## config.mk

```make
export PLATFORM = sky130hd
export DESIGN_NAME = divsqrt_top
export DESIGN_NICKNAME = d
export VERILOG_FILES = /design/src/rtl/divsqrt_pkg.sv /design/src/rtl/divsqrt_pipe_regs.sv /design/src/rtl/divsqrt_iter_unit.sv /design/src/rtl/divsqrt_ctrl.sv /design/src/rtl/divsqrt_top.sv
export VERILOG_INCLUDE_DIRS = /design/src /design/src/rtl
export SDC_FILE = /design/constraint.sdc
export NUM_CORES = 1
export LEC_CHECK = 0
export BUFFER_PORTS_ARGS = -buffer_cell sky130_fd_sc_hd__buf_2
export CELL_PAD_IN_SITES_DETAIL_PLACEMENT = 2
export CELL_PAD_IN_SITES_GLOBAL_PLACEMENT = 2
export CORE_AREA = 2 2 143 145
export DETAILED_ROUTE_END_ITERATION = 10
export DIE_AREA = 0 0 145 147
export PLACE_DENSITY_LB_ADDON = 0.1
export RECOVER_POWER = 25
export SLEW_MARGIN = 25
export SYNTH_ARGS = -nofsm -noshare
export SYNTH_HDL_FRONTEND = slang
export SYNTH_SLANG_ARGS = --single-unit
```

## constraint.sdc

```tcl
create_clock -name clk_i -period 14.3 [get_ports clk_i]
set_clock_uncertainty 0.15 [all_clocks]
set_input_delay 4.29 -clock clk_i [delete_from_list [all_inputs] [get_ports clk_i]]
set_output_delay 4.29 -clock clk_i [all_outputs]
set_load 0.05 [all_outputs]
```

## src/rtl/divsqrt_cfg.svh

```systemverilog
`ifndef DIVSQRT_CFG_SVH
`define DIVSQRT_CFG_SVH

// ----------------------------------------
// Datapath widths
// ----------------------------------------
// Operand and result width, even so the root has half of it
`define DS_WIDTH 16
// Operation tag carried alongside each result
`define DS_TAG_WIDTH 4
// Divide-by-zero and inexact flags
`define DS_STATUS_WIDTH 2

// ----------------------------------------
// Pipeline depths
// ----------------------------------------
// Register stages in front of the control FSM
`define DS_NUM_INP_REGS 1
// Register stages behind the control FSM
`define DS_NUM_OUT_REGS 1

`endif

```

## src/rtl/divsqrt_pkg.sv

```systemverilog
package divsqrt_pkg;

  // ----------------------------------------
  // Opcodes
  // ----------------------------------------
  // Unsigned quotient or floor square root
  typedef enum logic {
    OP_DIV  = 1'b0,
    OP_SQRT = 1'b1
  } divsqrt_op_e;

  // ----------------------------------------
  // Control FSM states
  // ----------------------------------------
  // IDLE waits for work, BUSY runs the unit, HOLD keeps a stalled result
  typedef enum logic [1:0] {
    ST_IDLE = 2'd0,
    ST_BUSY = 2'd1,
    ST_HOLD = 2'd2
  } divsqrt_state_e;

  // Status vector bit positions
  // Divide by zero
  localparam int unsigned STATUS_DZ = 0;
  // Inexact, nonzero remainder or residual
  localparam int unsigned STATUS_NX = 1;

endpackage

```

## src/rtl/divsqrt_pipe_regs.sv

```systemverilog
`timescale 1ns/1ps

module divsqrt_pipe_regs #(
  parameter int unsigned NumRegs = 1,
  parameter int unsigned Width   = 8
) (
  input  logic             clk_i,
  input  logic             rst_i,
  input  logic             flush_i,
  input  logic             in_valid_i,
  output logic             in_ready_o,
  input  logic [Width-1:0] in_data_i,
  output logic             out_valid_o,
  input  logic             out_ready_i,
  output logic [Width-1:0] out_data_o,
  output logic             busy_o
);

  // Index i holds the signal after i register stages
  logic [Width-1:0] stage_data  [0:NumRegs];
  logic             stage_valid [0:NumRegs];
  // Ready is combinational through all stages
  logic             stage_ready [0:NumRegs];

  // Stage 0 is the module input
  assign stage_data[0]  = in_data_i;
  assign stage_valid[0] = in_valid_i;
  assign in_ready_o     = stage_ready[0];

  for (genvar i = 0; i < NumRegs; i++) begin : gen_stage
    // Advance when the next stage moves on or only holds a bubble
    assign stage_ready[i] = stage_ready[i+1] | ~stage_valid[i+1];

    // Valid bit, cleared by reset and flush
    always_ff @(posedge clk_i) begin
      if (rst_i || flush_i) begin
        stage_valid[i+1] <= 1'b0;
      end else if (stage_ready[i]) begin
        stage_valid[i+1] <= stage_valid[i];
      end
    end

    // Payload only loads on a real item
    always_ff @(posedge clk_i) begin
      if (stage_ready[i] && stage_valid[i]) begin
        stage_data[i+1] <= stage_data[i];
      end
    end
  end

  // Last stage faces downstream
  assign stage_ready[NumRegs] = out_ready_i;
  assign out_valid_o          = stage_valid[NumRegs];
  assign out_data_o           = stage_data[NumRegs];

  // Any valid register stage counts as in flight
  // Zero stages leave busy low
  always_comb begin
    busy_o = 1'b0;
    for (int unsigned i = 1; i <= NumRegs; i++) begin
      busy_o = busy_o | stage_valid[i];
    end
  end

endmodule

```

## src/rtl/divsqrt_iter_unit.sv

```systemverilog
`timescale 1ns/1ps
`include "divsqrt_cfg.svh"

module divsqrt_iter_unit (
  input  logic                        clk_i,
  input  logic                        rst_i,
  input  logic                        kill_i,
  input  logic                        start_div_i,
  input  logic                        start_sqrt_i,
  input  logic [`DS_WIDTH-1:0]        op_a_i,
  input  logic [`DS_WIDTH-1:0]        op_b_i,
  output logic                        unit_ready_o,
  output logic                        done_o,
  output logic [`DS_WIDTH-1:0]        result_o,
  output logic [`DS_STATUS_WIDTH-1:0] status_o
);

  localparam int unsigned W     = `DS_WIDTH;
  localparam int unsigned HalfW = `DS_WIDTH / 2;
  // Sqrt trial width, residual plus two radicand bits plus one
  localparam int unsigned SqW   = HalfW + 3;
  localparam int unsigned CntW  = $clog2(`DS_WIDTH);

  // Control state
  logic                      running_q;
  logic                      done_q;
  logic [CntW-1:0]           cnt_q;
  divsqrt_pkg::divsqrt_op_e  mode_q;

  // Datapath registers
  // Dividend shifting into quotient, or radicand shifting out
  logic [W-1:0]     acc_q;
  // Partial remainder or sqrt residual
  logic [W-1:0]     rem_q;
  logic [W-1:0]     dvs_q;
  logic [HalfW-1:0] root_q;

  // Start only when idle and not killed
  logic start;
  logic step_en;
  assign start   = (start_div_i | start_sqrt_i) & ~running_q & ~kill_i;
  assign step_en = (start | running_q) & ~kill_i;

  // ----------------------------------------
  // One iteration step
  // ----------------------------------------
  // First step runs in the start cycle straight from the operands
  divsqrt_pkg::divsqrt_op_e cur_mode;
  logic [W-1:0]     cur_acc;
  logic [W-1:0]     cur_rem;
  logic [W-1:0]     cur_dvs;
  logic [HalfW-1:0] cur_root;
  logic [W:0]       dv_trial;
  logic             dv_ge;
  logic [SqW-1:0]   sq_trial;
  logic [SqW-1:0]   sq_sub;
  logic             sq_ge;
  logic [SqW-1:0]   sq_res;
  logic [W-1:0]     acc_d;
  logic [W-1:0]     rem_d;
  logic [HalfW-1:0] root_d;

  always_comb begin
    cur_mode = start ? (start_div_i ? divsqrt_pkg::OP_DIV : divsqrt_pkg::OP_SQRT) : mode_q;
    cur_acc  = start ? op_a_i : acc_q;
    cur_rem  = start ? '0 : rem_q;
    cur_dvs  = start ? op_b_i : dvs_q;
    cur_root = start ? '0 : root_q;

    // Division, shift in next dividend bit and try subtracting
    dv_trial = {cur_rem, cur_acc[W-1]};
    dv_ge    = dv_trial >= {1'b0, cur_dvs};

    // Square root, bring down two bits and try 4*root+1
    sq_trial = {cur_rem[HalfW:0], cur_acc[W-1:W-2]};
    sq_sub   = {1'b0, cur_root, 2'b01};
    sq_ge    = sq_trial >= sq_sub;
    sq_res   = sq_ge ? (sq_trial - sq_sub) : sq_trial;

    if (cur_mode == divsqrt_pkg::OP_DIV) begin
      acc_d  = {cur_acc[W-2:0], dv_ge};
      // Difference is below the divisor so W bits suffice
      rem_d  = dv_ge ? (dv_trial[W-1:0] - cur_dvs) : dv_trial[W-1:0];
      root_d = cur_root;
    end else begin
      acc_d  = {cur_acc[W-3:0], 2'b00};
      rem_d  = {{(W-SqW){1'b0}}, sq_res};
      root_d = {cur_root[HalfW-2:0], sq_ge};
    end
  end

  // ----------------------------------------
  // Registers
  // ----------------------------------------
  always_ff @(posedge clk_i) begin
    if (step_en) begin
      acc_q  <= acc_d;
      rem_q  <= rem_d;
      root_q <= root_d;
    end
    // Divisor stays for the whole run, needed for the DZ flag
    if (start) begin
      dvs_q <= op_b_i;
    end
  end

  // Iteration counter holds the steps left after the current one
  always_ff @(posedge clk_i) begin
    if (rst_i || kill_i) begin
      running_q <= 1'b0;
      done_q    <= 1'b0;
      cnt_q     <= '0;
      mode_q    <= divsqrt_pkg::OP_DIV;
    end else begin
      done_q <= 1'b0;
      if (start) begin
        running_q <= 1'b1;
        mode_q    <= cur_mode;
        cnt_q     <= start_div_i ? CntW'(W - 1) : CntW'(HalfW - 1);
      end else if (running_q) begin
        cnt_q <= cnt_q - 1'b1;
        // Last step lands this edge, result shows next cycle
        if (cnt_q == CntW'(1)) begin
          running_q <= 1'b0;
          done_q    <= 1'b1;
        end
      end
    end
  end

  assign unit_ready_o = ~running_q;
  assign done_o       = done_q;

  // Result and flags, meaningful with done
  always_comb begin
    status_o = '0;
    if (mode_q == divsqrt_pkg::OP_DIV) begin
      // Zero divisor already yields an all-ones quotient
      result_o                       = acc_q;
      status_o[divsqrt_pkg::STATUS_DZ] = (dvs_q == '0);
      status_o[divsqrt_pkg::STATUS_NX] = (dvs_q != '0) && (rem_q != '0);
    end else begin
      result_o                       = {{(W-HalfW){1'b0}}, root_q};
      status_o[divsqrt_pkg::STATUS_NX] = (rem_q != '0);
    end
  end

endmodule

```

## src/rtl/divsqrt_ctrl.sv

```systemverilog
`timescale 1ns/1ps
`include "divsqrt_cfg.svh"

module divsqrt_ctrl (
  input  logic                        clk_i,
  input  logic                        rst_i,
  input  logic                        flush_i,
  // Operation from the input pipeline
  input  logic                        in_valid_i,
  output logic                        in_ready_o,
  input  divsqrt_pkg::divsqrt_op_e    op_i,
  input  logic [`DS_WIDTH-1:0]        op_a_i,
  input  logic [`DS_WIDTH-1:0]        op_b_i,
  input  logic [`DS_TAG_WIDTH-1:0]    tag_i,
  // Iterative unit
  output logic                        start_div_o,
  output logic                        start_sqrt_o,
  output logic [`DS_WIDTH-1:0]        unit_op_a_o,
  output logic [`DS_WIDTH-1:0]        unit_op_b_o,
  input  logic                        unit_ready_i,
  input  logic                        unit_done_i,
  input  logic [`DS_WIDTH-1:0]        unit_result_i,
  input  logic [`DS_STATUS_WIDTH-1:0] unit_status_i,
  // Result toward the output pipeline
  output logic                        out_valid_o,
  input  logic                        out_ready_i,
  output logic [`DS_WIDTH-1:0]        result_o,
  output logic [`DS_STATUS_WIDTH-1:0] status_o,
  output logic [`DS_TAG_WIDTH-1:0]    tag_o,
  output logic                        busy_o
);

  divsqrt_pkg::divsqrt_state_e state_q;
  divsqrt_pkg::divsqrt_state_e state_d;

  // FSM side of the input handshake, unit readiness added below
  logic fsm_ready;
  logic op_start;

  // ----------------------------------------
  // Control FSM
  // ----------------------------------------
  always_comb begin
    fsm_ready   = 1'b0;
    out_valid_o = 1'b0;
    state_d     = state_q;

    unique case (state_q)
      divsqrt_pkg::ST_IDLE: begin
        fsm_ready = 1'b1;
        if (in_valid_i && unit_ready_i) begin
          state_d = divsqrt_pkg::ST_BUSY;
        end
      end
      divsqrt_pkg::ST_BUSY: begin
        if (unit_done_i) begin
          // Offer the result directly
          out_valid_o = 1'b1;
          if (out_ready_i) begin
            fsm_ready = 1'b1;
            state_d   = divsqrt_pkg::ST_IDLE;
            // Back to back with the next operation
            if (in_valid_i && unit_ready_i) begin
              state_d = divsqrt_pkg::ST_BUSY;
            end
          end else begin
            state_d = divsqrt_pkg::ST_HOLD;
          end
        end
      end
      divsqrt_pkg::ST_HOLD: begin
        // Stalled result waits in the hold register
        out_valid_o = 1'b1;
        if (out_ready_i) begin
          fsm_ready = 1'b1;
          state_d   = divsqrt_pkg::ST_IDLE;
          if (in_valid_i && unit_ready_i) begin
            state_d = divsqrt_pkg::ST_BUSY;
          end
        end
      end
      default: state_d = divsqrt_pkg::ST_IDLE;
    endcase

    // Flush wins over everything
    if (flush_i) begin
      fsm_ready   = 1'b0;
      out_valid_o = 1'b0;
      state_d     = divsqrt_pkg::ST_IDLE;
    end
  end

  always_ff @(posedge clk_i) begin
    if (rst_i) begin
      state_q <= divsqrt_pkg::ST_IDLE;
    end else begin
      state_q <= state_d;
    end
  end

  // Take an operation only when the unit can start it
  assign in_ready_o   = fsm_ready & unit_ready_i;
  assign op_start     = in_valid_i & in_ready_o;
  assign start_div_o  = op_start & (op_i == divsqrt_pkg::OP_DIV);
  assign start_sqrt_o = op_start & (op_i == divsqrt_pkg::OP_SQRT);
  assign unit_op_a_o  = op_a_i;
  assign unit_op_b_o  = op_b_i;

  // ----------------------------------------
  // Tag and hold registers
  // ----------------------------------------
  logic [`DS_TAG_WIDTH-1:0]    tag_q;
  logic [`DS_WIDTH-1:0]        held_result_q;
  logic [`DS_STATUS_WIDTH-1:0] held_status_q;
  logic                        hold_en;

  // Tag follows its operation from start to result
  always_ff @(posedge clk_i) begin
    if (op_start) begin
      tag_q <= tag_i;
    end
  end

  // Capture a finished result that downstream refused
  assign hold_en = unit_done_i & ~out_ready_i & ~flush_i & (state_q == divsqrt_pkg::ST_BUSY);

  always_ff @(posedge clk_i) begin
    if (hold_en) begin
      held_result_q <= unit_result_i;
      held_status_q <= unit_status_i;
    end
  end

  // Output select, hold register first
  assign result_o = (state_q == divsqrt_pkg::ST_HOLD) ? held_result_q : unit_result_i;
  assign status_o = (state_q == divsqrt_pkg::ST_HOLD) ? held_status_q : unit_status_i;
  assign tag_o    = tag_q;

  // Work in flight inside the FSM
  assign busy_o = (state_q != divsqrt_pkg::ST_IDLE);

endmodule

```

## src/rtl/divsqrt_top.sv

```systemverilog
`timescale 1ns/1ps
`include "divsqrt_cfg.svh"

module divsqrt_top (
  input  logic                        clk_i,
  input  logic                        rst_i,
  input  logic                        flush_i,
  input  logic                        in_valid_i,
  output logic                        in_ready_o,
  input  divsqrt_pkg::divsqrt_op_e    op_i,
  input  logic [`DS_WIDTH-1:0]        op_a_i,
  input  logic [`DS_WIDTH-1:0]        op_b_i,
  input  logic [`DS_TAG_WIDTH-1:0]    tag_i,
  output logic                        out_valid_o,
  input  logic                        out_ready_i,
  output logic [`DS_WIDTH-1:0]        result_o,
  output logic [`DS_STATUS_WIDTH-1:0] status_o,
  output logic [`DS_TAG_WIDTH-1:0]    tag_o,
  output logic                        busy_o
);

  // Opcode, operand a, operand b, tag
  localparam int unsigned InpW = 1 + 2 * `DS_WIDTH + `DS_TAG_WIDTH;
  // Result, status, tag
  localparam int unsigned OutW = `DS_WIDTH + `DS_STATUS_WIDTH + `DS_TAG_WIDTH;

  // ----------------------------------------
  // Input pipeline
  // ----------------------------------------
  logic [InpW-1:0] inp_data;
  logic            inp_valid;
  logic            inp_ready;
  logic            inp_busy;

  divsqrt_pipe_regs #(
    .NumRegs ( `DS_NUM_INP_REGS ),
    .Width   ( InpW             )
  ) u_inp_pipe (
    .clk_i       ( clk_i                             ),
    .rst_i       ( rst_i                             ),
    .flush_i     ( flush_i                           ),
    .in_valid_i  ( in_valid_i                        ),
    .in_ready_o  ( in_ready_o                        ),
    .in_data_i   ( {op_i, op_a_i, op_b_i, tag_i}     ),
    .out_valid_o ( inp_valid                         ),
    .out_ready_i ( inp_ready                         ),
    .out_data_o  ( inp_data                          ),
    .busy_o      ( inp_busy                          )
  );

  // Unpack fields for the control block
  divsqrt_pkg::divsqrt_op_e    inp_op;
  logic [`DS_WIDTH-1:0]        inp_op_a;
  logic [`DS_WIDTH-1:0]        inp_op_b;
  logic [`DS_TAG_WIDTH-1:0]    inp_tag;

  assign inp_op   = divsqrt_pkg::divsqrt_op_e'(inp_data[InpW-1]);
  assign inp_op_a = inp_data[InpW-2 -: `DS_WIDTH];
  assign inp_op_b = inp_data[`DS_TAG_WIDTH +: `DS_WIDTH];
  assign inp_tag  = inp_data[`DS_TAG_WIDTH-1:0];

  // ----------------------------------------
  // Control and iterative unit
  // ----------------------------------------
  logic                        start_div;
  logic                        start_sqrt;
  logic [`DS_WIDTH-1:0]        unit_op_a;
  logic [`DS_WIDTH-1:0]        unit_op_b;
  logic                        unit_ready;
  logic                        unit_done;
  logic [`DS_WIDTH-1:0]        unit_result;
  logic [`DS_STATUS_WIDTH-1:0] unit_status;
  logic                        res_valid;
  logic                        res_ready;
  logic [`DS_WIDTH-1:0]        res_result;
  logic [`DS_STATUS_WIDTH-1:0] res_status;
  logic [`DS_TAG_WIDTH-1:0]    res_tag;
  logic                        ctrl_busy;

  divsqrt_ctrl u_ctrl (
    .clk_i         ( clk_i       ),
    .rst_i         ( rst_i       ),
    .flush_i       ( flush_i     ),
    .in_valid_i    ( inp_valid   ),
    .in_ready_o    ( inp_ready   ),
    .op_i          ( inp_op      ),
    .op_a_i        ( inp_op_a    ),
    .op_b_i        ( inp_op_b    ),
    .tag_i         ( inp_tag     ),
    .start_div_o   ( start_div   ),
    .start_sqrt_o  ( start_sqrt  ),
    .unit_op_a_o   ( unit_op_a   ),
    .unit_op_b_o   ( unit_op_b   ),
    .unit_ready_i  ( unit_ready  ),
    .unit_done_i   ( unit_done   ),
    .unit_result_i ( unit_result ),
    .unit_status_i ( unit_status ),
    .out_valid_o   ( res_valid   ),
    .out_ready_i   ( res_ready   ),
    .result_o      ( res_result  ),
    .status_o      ( res_status  ),
    .tag_o         ( res_tag     ),
    .busy_o        ( ctrl_busy   )
  );

  // Flush also kills the running iteration
  divsqrt_iter_unit u_unit (
    .clk_i        ( clk_i       ),
    .rst_i        ( rst_i       ),
    .kill_i       ( flush_i     ),
    .start_div_i  ( start_div   ),
    .start_sqrt_i ( start_sqrt  ),
    .op_a_i       ( unit_op_a   ),
    .op_b_i       ( unit_op_b   ),
    .unit_ready_o ( unit_ready  ),
    .done_o       ( unit_done   ),
    .result_o     ( unit_result ),
    .status_o     ( unit_status )
  );

  // ----------------------------------------
  // Output pipeline
  // ----------------------------------------
  logic [OutW-1:0] out_data;
  logic            out_busy;

  divsqrt_pipe_regs #(
    .NumRegs ( `DS_NUM_OUT_REGS ),
    .Width   ( OutW             )
  ) u_out_pipe (
    .clk_i       ( clk_i                              ),
    .rst_i       ( rst_i                              ),
    .flush_i     ( flush_i                            ),
    .in_valid_i  ( res_valid                          ),
    .in_ready_o  ( res_ready                          ),
    .in_data_i   ( {res_result, res_status, res_tag}  ),
    .out_valid_o ( out_valid_o                        ),
    .out_ready_i ( out_ready_i                        ),
    .out_data_o  ( out_data                           ),
    .busy_o      ( out_busy                           )
  );

  assign {result_o, status_o, tag_o} = out_data;

  // Anything valid anywhere keeps the unit busy
  assign busy_o = inp_busy | ctrl_busy | out_busy;

endmodule

```

==> metrics.log <==
INFO  metric result_of_the_run = finished with violations
INFO  metric violations = capacitance limit, slew limit
INFO  metric worst_r2r_endpoint = u_unit.rem_q[4]
INFO  metric p_int = 830 µW
INFO  metric dr.first_iter.drc_count = 308
INFO  metric timing.critical_path.from = flush_i
INFO  metric clk_pin_slew = 70 ps
INFO  metric period_needed = 9930 ps
INFO  metric final-seq-area = 4170 µm²
INFO  metric max_freq = 0.101 GHz
INFO  metric crit_path_end_kind = primary output
INFO  metric holdCritPathClass = register to register
INFO  metric post_route_cells_drive_above_1_share = 0.178
INFO  metric worst-path-buf-inv = 2
INFO  metric layout_worst_path_cycle_share = 0.695
INFO  metric power.leakage = 3.60 nW
INFO  metric postRouteWirelength = 22800 µm
INFO  metric cpLargestDelayFamily = simple AND/OR/NAND/NOR gates
INFO  metric synth_area_leader_cell = sky130_fd_sc_hd__edfxtp_1
INFO  metric layout.cells.most_common_list = sky130_fd_sc_hd__edfxtp_1, sky130_fd_sc_hd__nand2_1, sky130_fd_sc_hd__buf_2
INFO  metric placer_s_final_routability_congestion_estimate = 0.818
INFO  metric die_width = 145 µm
INFO  metric synthTopCellsByArea = sky130_fd_sc_hd__edfxtp_1, sky130_fd_sc_hd__dfxtp_1, sky130_fd_sc_hd__nand2_1
INFO  metric place.detailed.hpwl = 16200 µm
INFO  metric finalMaxSlewViolations = 34
INFO  metric clock_tree.buffer_depth = 2
INFO  metric hold_depth = 0
INFO  metric synthDominantCellAreaShare = 0.466
INFO  metric area_growth = 15.3%
INFO  metric endpoints_failing_hold = 0
INFO  metric ys_seq_area_frac = 0.536
INFO  metric grt_antenna_before_repair = 0
INFO  metric initial_core_util = 0.393
INFO  metric antenna-diode-count = 0
INFO  metric dpl.cell_count = 1036
INFO  metric syn_inst = 729
INFO  metric global_route_total_usage_across_every_layer = 0.222
INFO  metric placement.setup.worst_slack = 4360 ps
INFO  metric synth_enable_flop_cells = 121
INFO  metric post_synth_arst_share = 0
INFO  metric viasPerCell = 5.49
INFO  metric drc = 0
INFO  metric core_area = 19800 µm²
INFO  metric path_class = input pin to primary output
INFO  metric critical_path_peak_fanout = 6
INFO  metric synthesis.nets = 802
INFO  metric synth-warning-count = 0
INFO  metric synthDistinctLibCells = 67
INFO  metric cp_slowest_cell = sky130_fd_sc_hd__or4_1
INFO  metric worst_ep_arrival_time = 5490 ps
INFO  metric insertion_delay = 430 ps
INFO  metric portBuffers = 66
INFO  metric final_critical_path_setup_slack = 4370 ps
INFO  metric grt_overflow = 0
INFO  metric rel_slew_slack = -0.0259
INFO  metric final.fill_count = 2054
INFO  metric p_sw_frac = 0.299
INFO  metric number_of_instances_resized_during_post_cts_repair = 0
INFO  metric timing.reg2reg.worst_path_depth = 18
INFO  metric cell_by_cell_trace_of_the_critical_path = buf_2 -> or4_1 -> o21ai_0 -> buf_2
INFO  metric mapped_cell_area = 7790 µm²
INFO  metric setup_failing_eps_final = 0
INFO  metric num_vias = 5866
INFO  metric final_non_filler_cells = 1068
INFO  metric fp.dieH = 147 µm
INFO  metric top_level_ports = 67
INFO  metric multiInputGateArea = 3330 µm²
INFO  metric postSynthRegisterBits = 148
INFO  metric synthFlopType = sky130_fd_sc_hd__edfxtp_1
INFO  metric hold_start = u_inp_pipe.out_data_o[1]
INFO  metric worst_path_largest_cell_delay = 500 ps
INFO  metric cpMostUsedCell = sky130_fd_sc_hd__buf_2
INFO  metric start_kind = input pin
INFO  metric totalNegativeSetupSlack = 0 ps
INFO  metric final_nets = 858
INFO  metric power_per_cell_area = 132 nW/µm²
INFO  metric launching_point_of_the_worst_reg2reg_path = u_ctrl.state_q[0]
INFO  metric cts_buffers = 17
INFO  metric power.clock.fraction = 0.386
INFO  metric rrSetupSlack = 8280 ps
INFO  metric rsz0062_at_grt = false
INFO  metric clock_tree_sinks = 148
INFO  metric worst_hold_path.endpoint = u_ctrl.tag_o[1]
INFO  metric net-switching-power = 354 µW
INFO  metric combinationalPowerShare = 0.185
INFO  metric overall_power_consumption = 1.18 mW
INFO  metric rows = 52
INFO  metric max-vdd-ir-drop = 0.0798 mV
INFO  metric die_area = 21300 µm²
INFO  metric power.sequential.fraction = 0.429
INFO  metric cts_hold_buf = 0
INFO  metric worst-endpoint-required = 9860 ps
INFO  metric final_ant_viol_nets = 0
INFO  metric worst_slew_pin_slew = 1540 ps
INFO  metric postCtsSetupBuffers = 0
INFO  metric grt_max_degree = 46
INFO  metric cts_root_buf = sky130_fd_sc_hd__clkbuf_16
INFO  metric ctsHtreeMaxLevel = 4
INFO  metric layout.cells.most_common = sky130_fd_sc_hd__edfxtp_1
INFO  metric cts_tree = yes
INFO  metric grt_pass1_vias = 6492
INFO  metric first_pass_iters = 5
INFO  metric grt_pass1_wl = 36800 µm
INFO  metric synthesis.area_per_instance = 10.7 µm²
INFO  metric max_cap_viol = 1
INFO  metric routed_wire_length_per_instance = 21.4 µm
-- worst max-delay path by stage --
stage	slack [ps]	endpoint	cells after the start
CTS	4360	in_ready_o	4
detailed placement	4360	in_ready_o	4
floorplan	3900	in_ready_o	2
global placement	4380	in_ready_o	4
finish	4370	in_ready_o	4
global route	4310	in_ready_o	4
-- power by group through the flow --
| stage | clock, mW | sequential, mW | combinational [mW] |
|---|---|---|---|
| after floorplan | 0 | 0.511 | 0.158 |
| after global placement | 0 | 0.515 | 0.205 |
| after detailed placement | 0 | 0.517 | 0.217 |
| after CTS | 0.468 | 0.508 | 0.221 |
| after global routing | 0.482 | 0.511 | 0.245 |
| final | 0.457 | 0.508 | 0.219 |
-- cell type report --
class | instances | area share
inverters | 43 | 0.0180
multi-input cells | 502 | 0.371
clock buffers | 17 | 0.0473
clock inverters | 15 | 0.0196
repair buffers | 73 | 0.0422
flip-flops and latches | 148 | 0.464
well taps | 270 | 0.0376
-- flip-flops by register name, summed over array words and instances, names as in the netlist, 4 cells and up --
name	count
u_ctrl.tag_o	4
u_inp_pipe.out_data_o	37
u_unit.root_q	8
u_unit.dvs_q	16
u_out_pipe.out_data_o	22
u_unit.cnt_q	4
u_unit.acc_q	16
u_ctrl.held_result_q	16
u_unit.rem_q	16
-- kinds of logic after synthesis --
family                     share of synthesized area
xor gates and xnor gates                      0.0236
and+or+nand+nor                                0.151
muxes                                         0.0718
buffers and inverters                         0.0401
AOI/OAI and AO/OA                              0.125
adders and majority gates                     0.0533
DFF                                            0.536
-- per-layer routing --
| metal | vias to the layer above | global-route usage | wire (µm) |
|---|---|---|---|
| li1 | 2755 | - | - |
| met1 | 2987 | 0.280 | 10000 |
| met2 | 104 | 0.397 | 11900 |
| met3 | 20 | 0.0394 | 721 |
| met4 | 0 | 0.0545 | 268 |
| met5 | - | 0 | 0 |
-- synthesized netlist by cell type, types with 3 or more instances --
| library cell | instances |
|---|---|
| sky130_fd_sc_hd__a211oi_1 | 10 |
| sky130_fd_sc_hd__a21o_1 | 6 |
| sky130_fd_sc_hd__a21oi_1 | 34 |
| sky130_fd_sc_hd__a311oi_1 | 3 |
| sky130_fd_sc_hd__a31oi_1 | 21 |
| sky130_fd_sc_hd__and2_1 | 16 |
| sky130_fd_sc_hd__and3_1 | 11 |
| sky130_fd_sc_hd__buf_1 | 4 |
| sky130_fd_sc_hd__buf_2 | 7 |
| sky130_fd_sc_hd__clkbuf_1 | 24 |
| sky130_fd_sc_hd__dfxtp_1 | 27 |
| sky130_fd_sc_hd__edfxtp_1 | 121 |
| sky130_fd_sc_hd__ha_1 | 30 |
| sky130_fd_sc_hd__inv_1 | 42 |
| sky130_fd_sc_hd__mux2_2 | 23 |
| sky130_fd_sc_hd__mux2i_1 | 30 |
| sky130_fd_sc_hd__nand2_1 | 101 |
| sky130_fd_sc_hd__nand2b_1 | 9 |
| sky130_fd_sc_hd__nand3_1 | 11 |
| sky130_fd_sc_hd__nor2_1 | 44 |
| sky130_fd_sc_hd__nor2b_1 | 11 |
| sky130_fd_sc_hd__nor3_1 | 10 |
| sky130_fd_sc_hd__nor4_1 | 11 |
| sky130_fd_sc_hd__o21a_1 | 4 |
| sky130_fd_sc_hd__o21ai_0 | 29 |
| sky130_fd_sc_hd__o21ai_1 | 3 |
| sky130_fd_sc_hd__o21bai_1 | 3 |
| sky130_fd_sc_hd__o311ai_0 | 3 |
| sky130_fd_sc_hd__o31a_1 | 3 |
| sky130_fd_sc_hd__o31ai_1 | 5 |
| sky130_fd_sc_hd__or2_2 | 5 |
| sky130_fd_sc_hd__or3_1 | 4 |
| sky130_fd_sc_hd__xnor2_1 | 11 |
| sky130_fd_sc_hd__xor2_1 | 10 |
-- stage by stage --
step / hold WS, ps / area (µm²) / util
floorplan: 250 / 7790 / -
global placement: 255 / 8390 / 0.423
detailed placement: 258 / 8390 / 0.423
CTS: 276 / 8990 / 0.453
global route: 296 / 8990 / 0.453
finish: 274 / 8990 / 0.453
No activity file was read; power rests on OpenSTA's default activity.
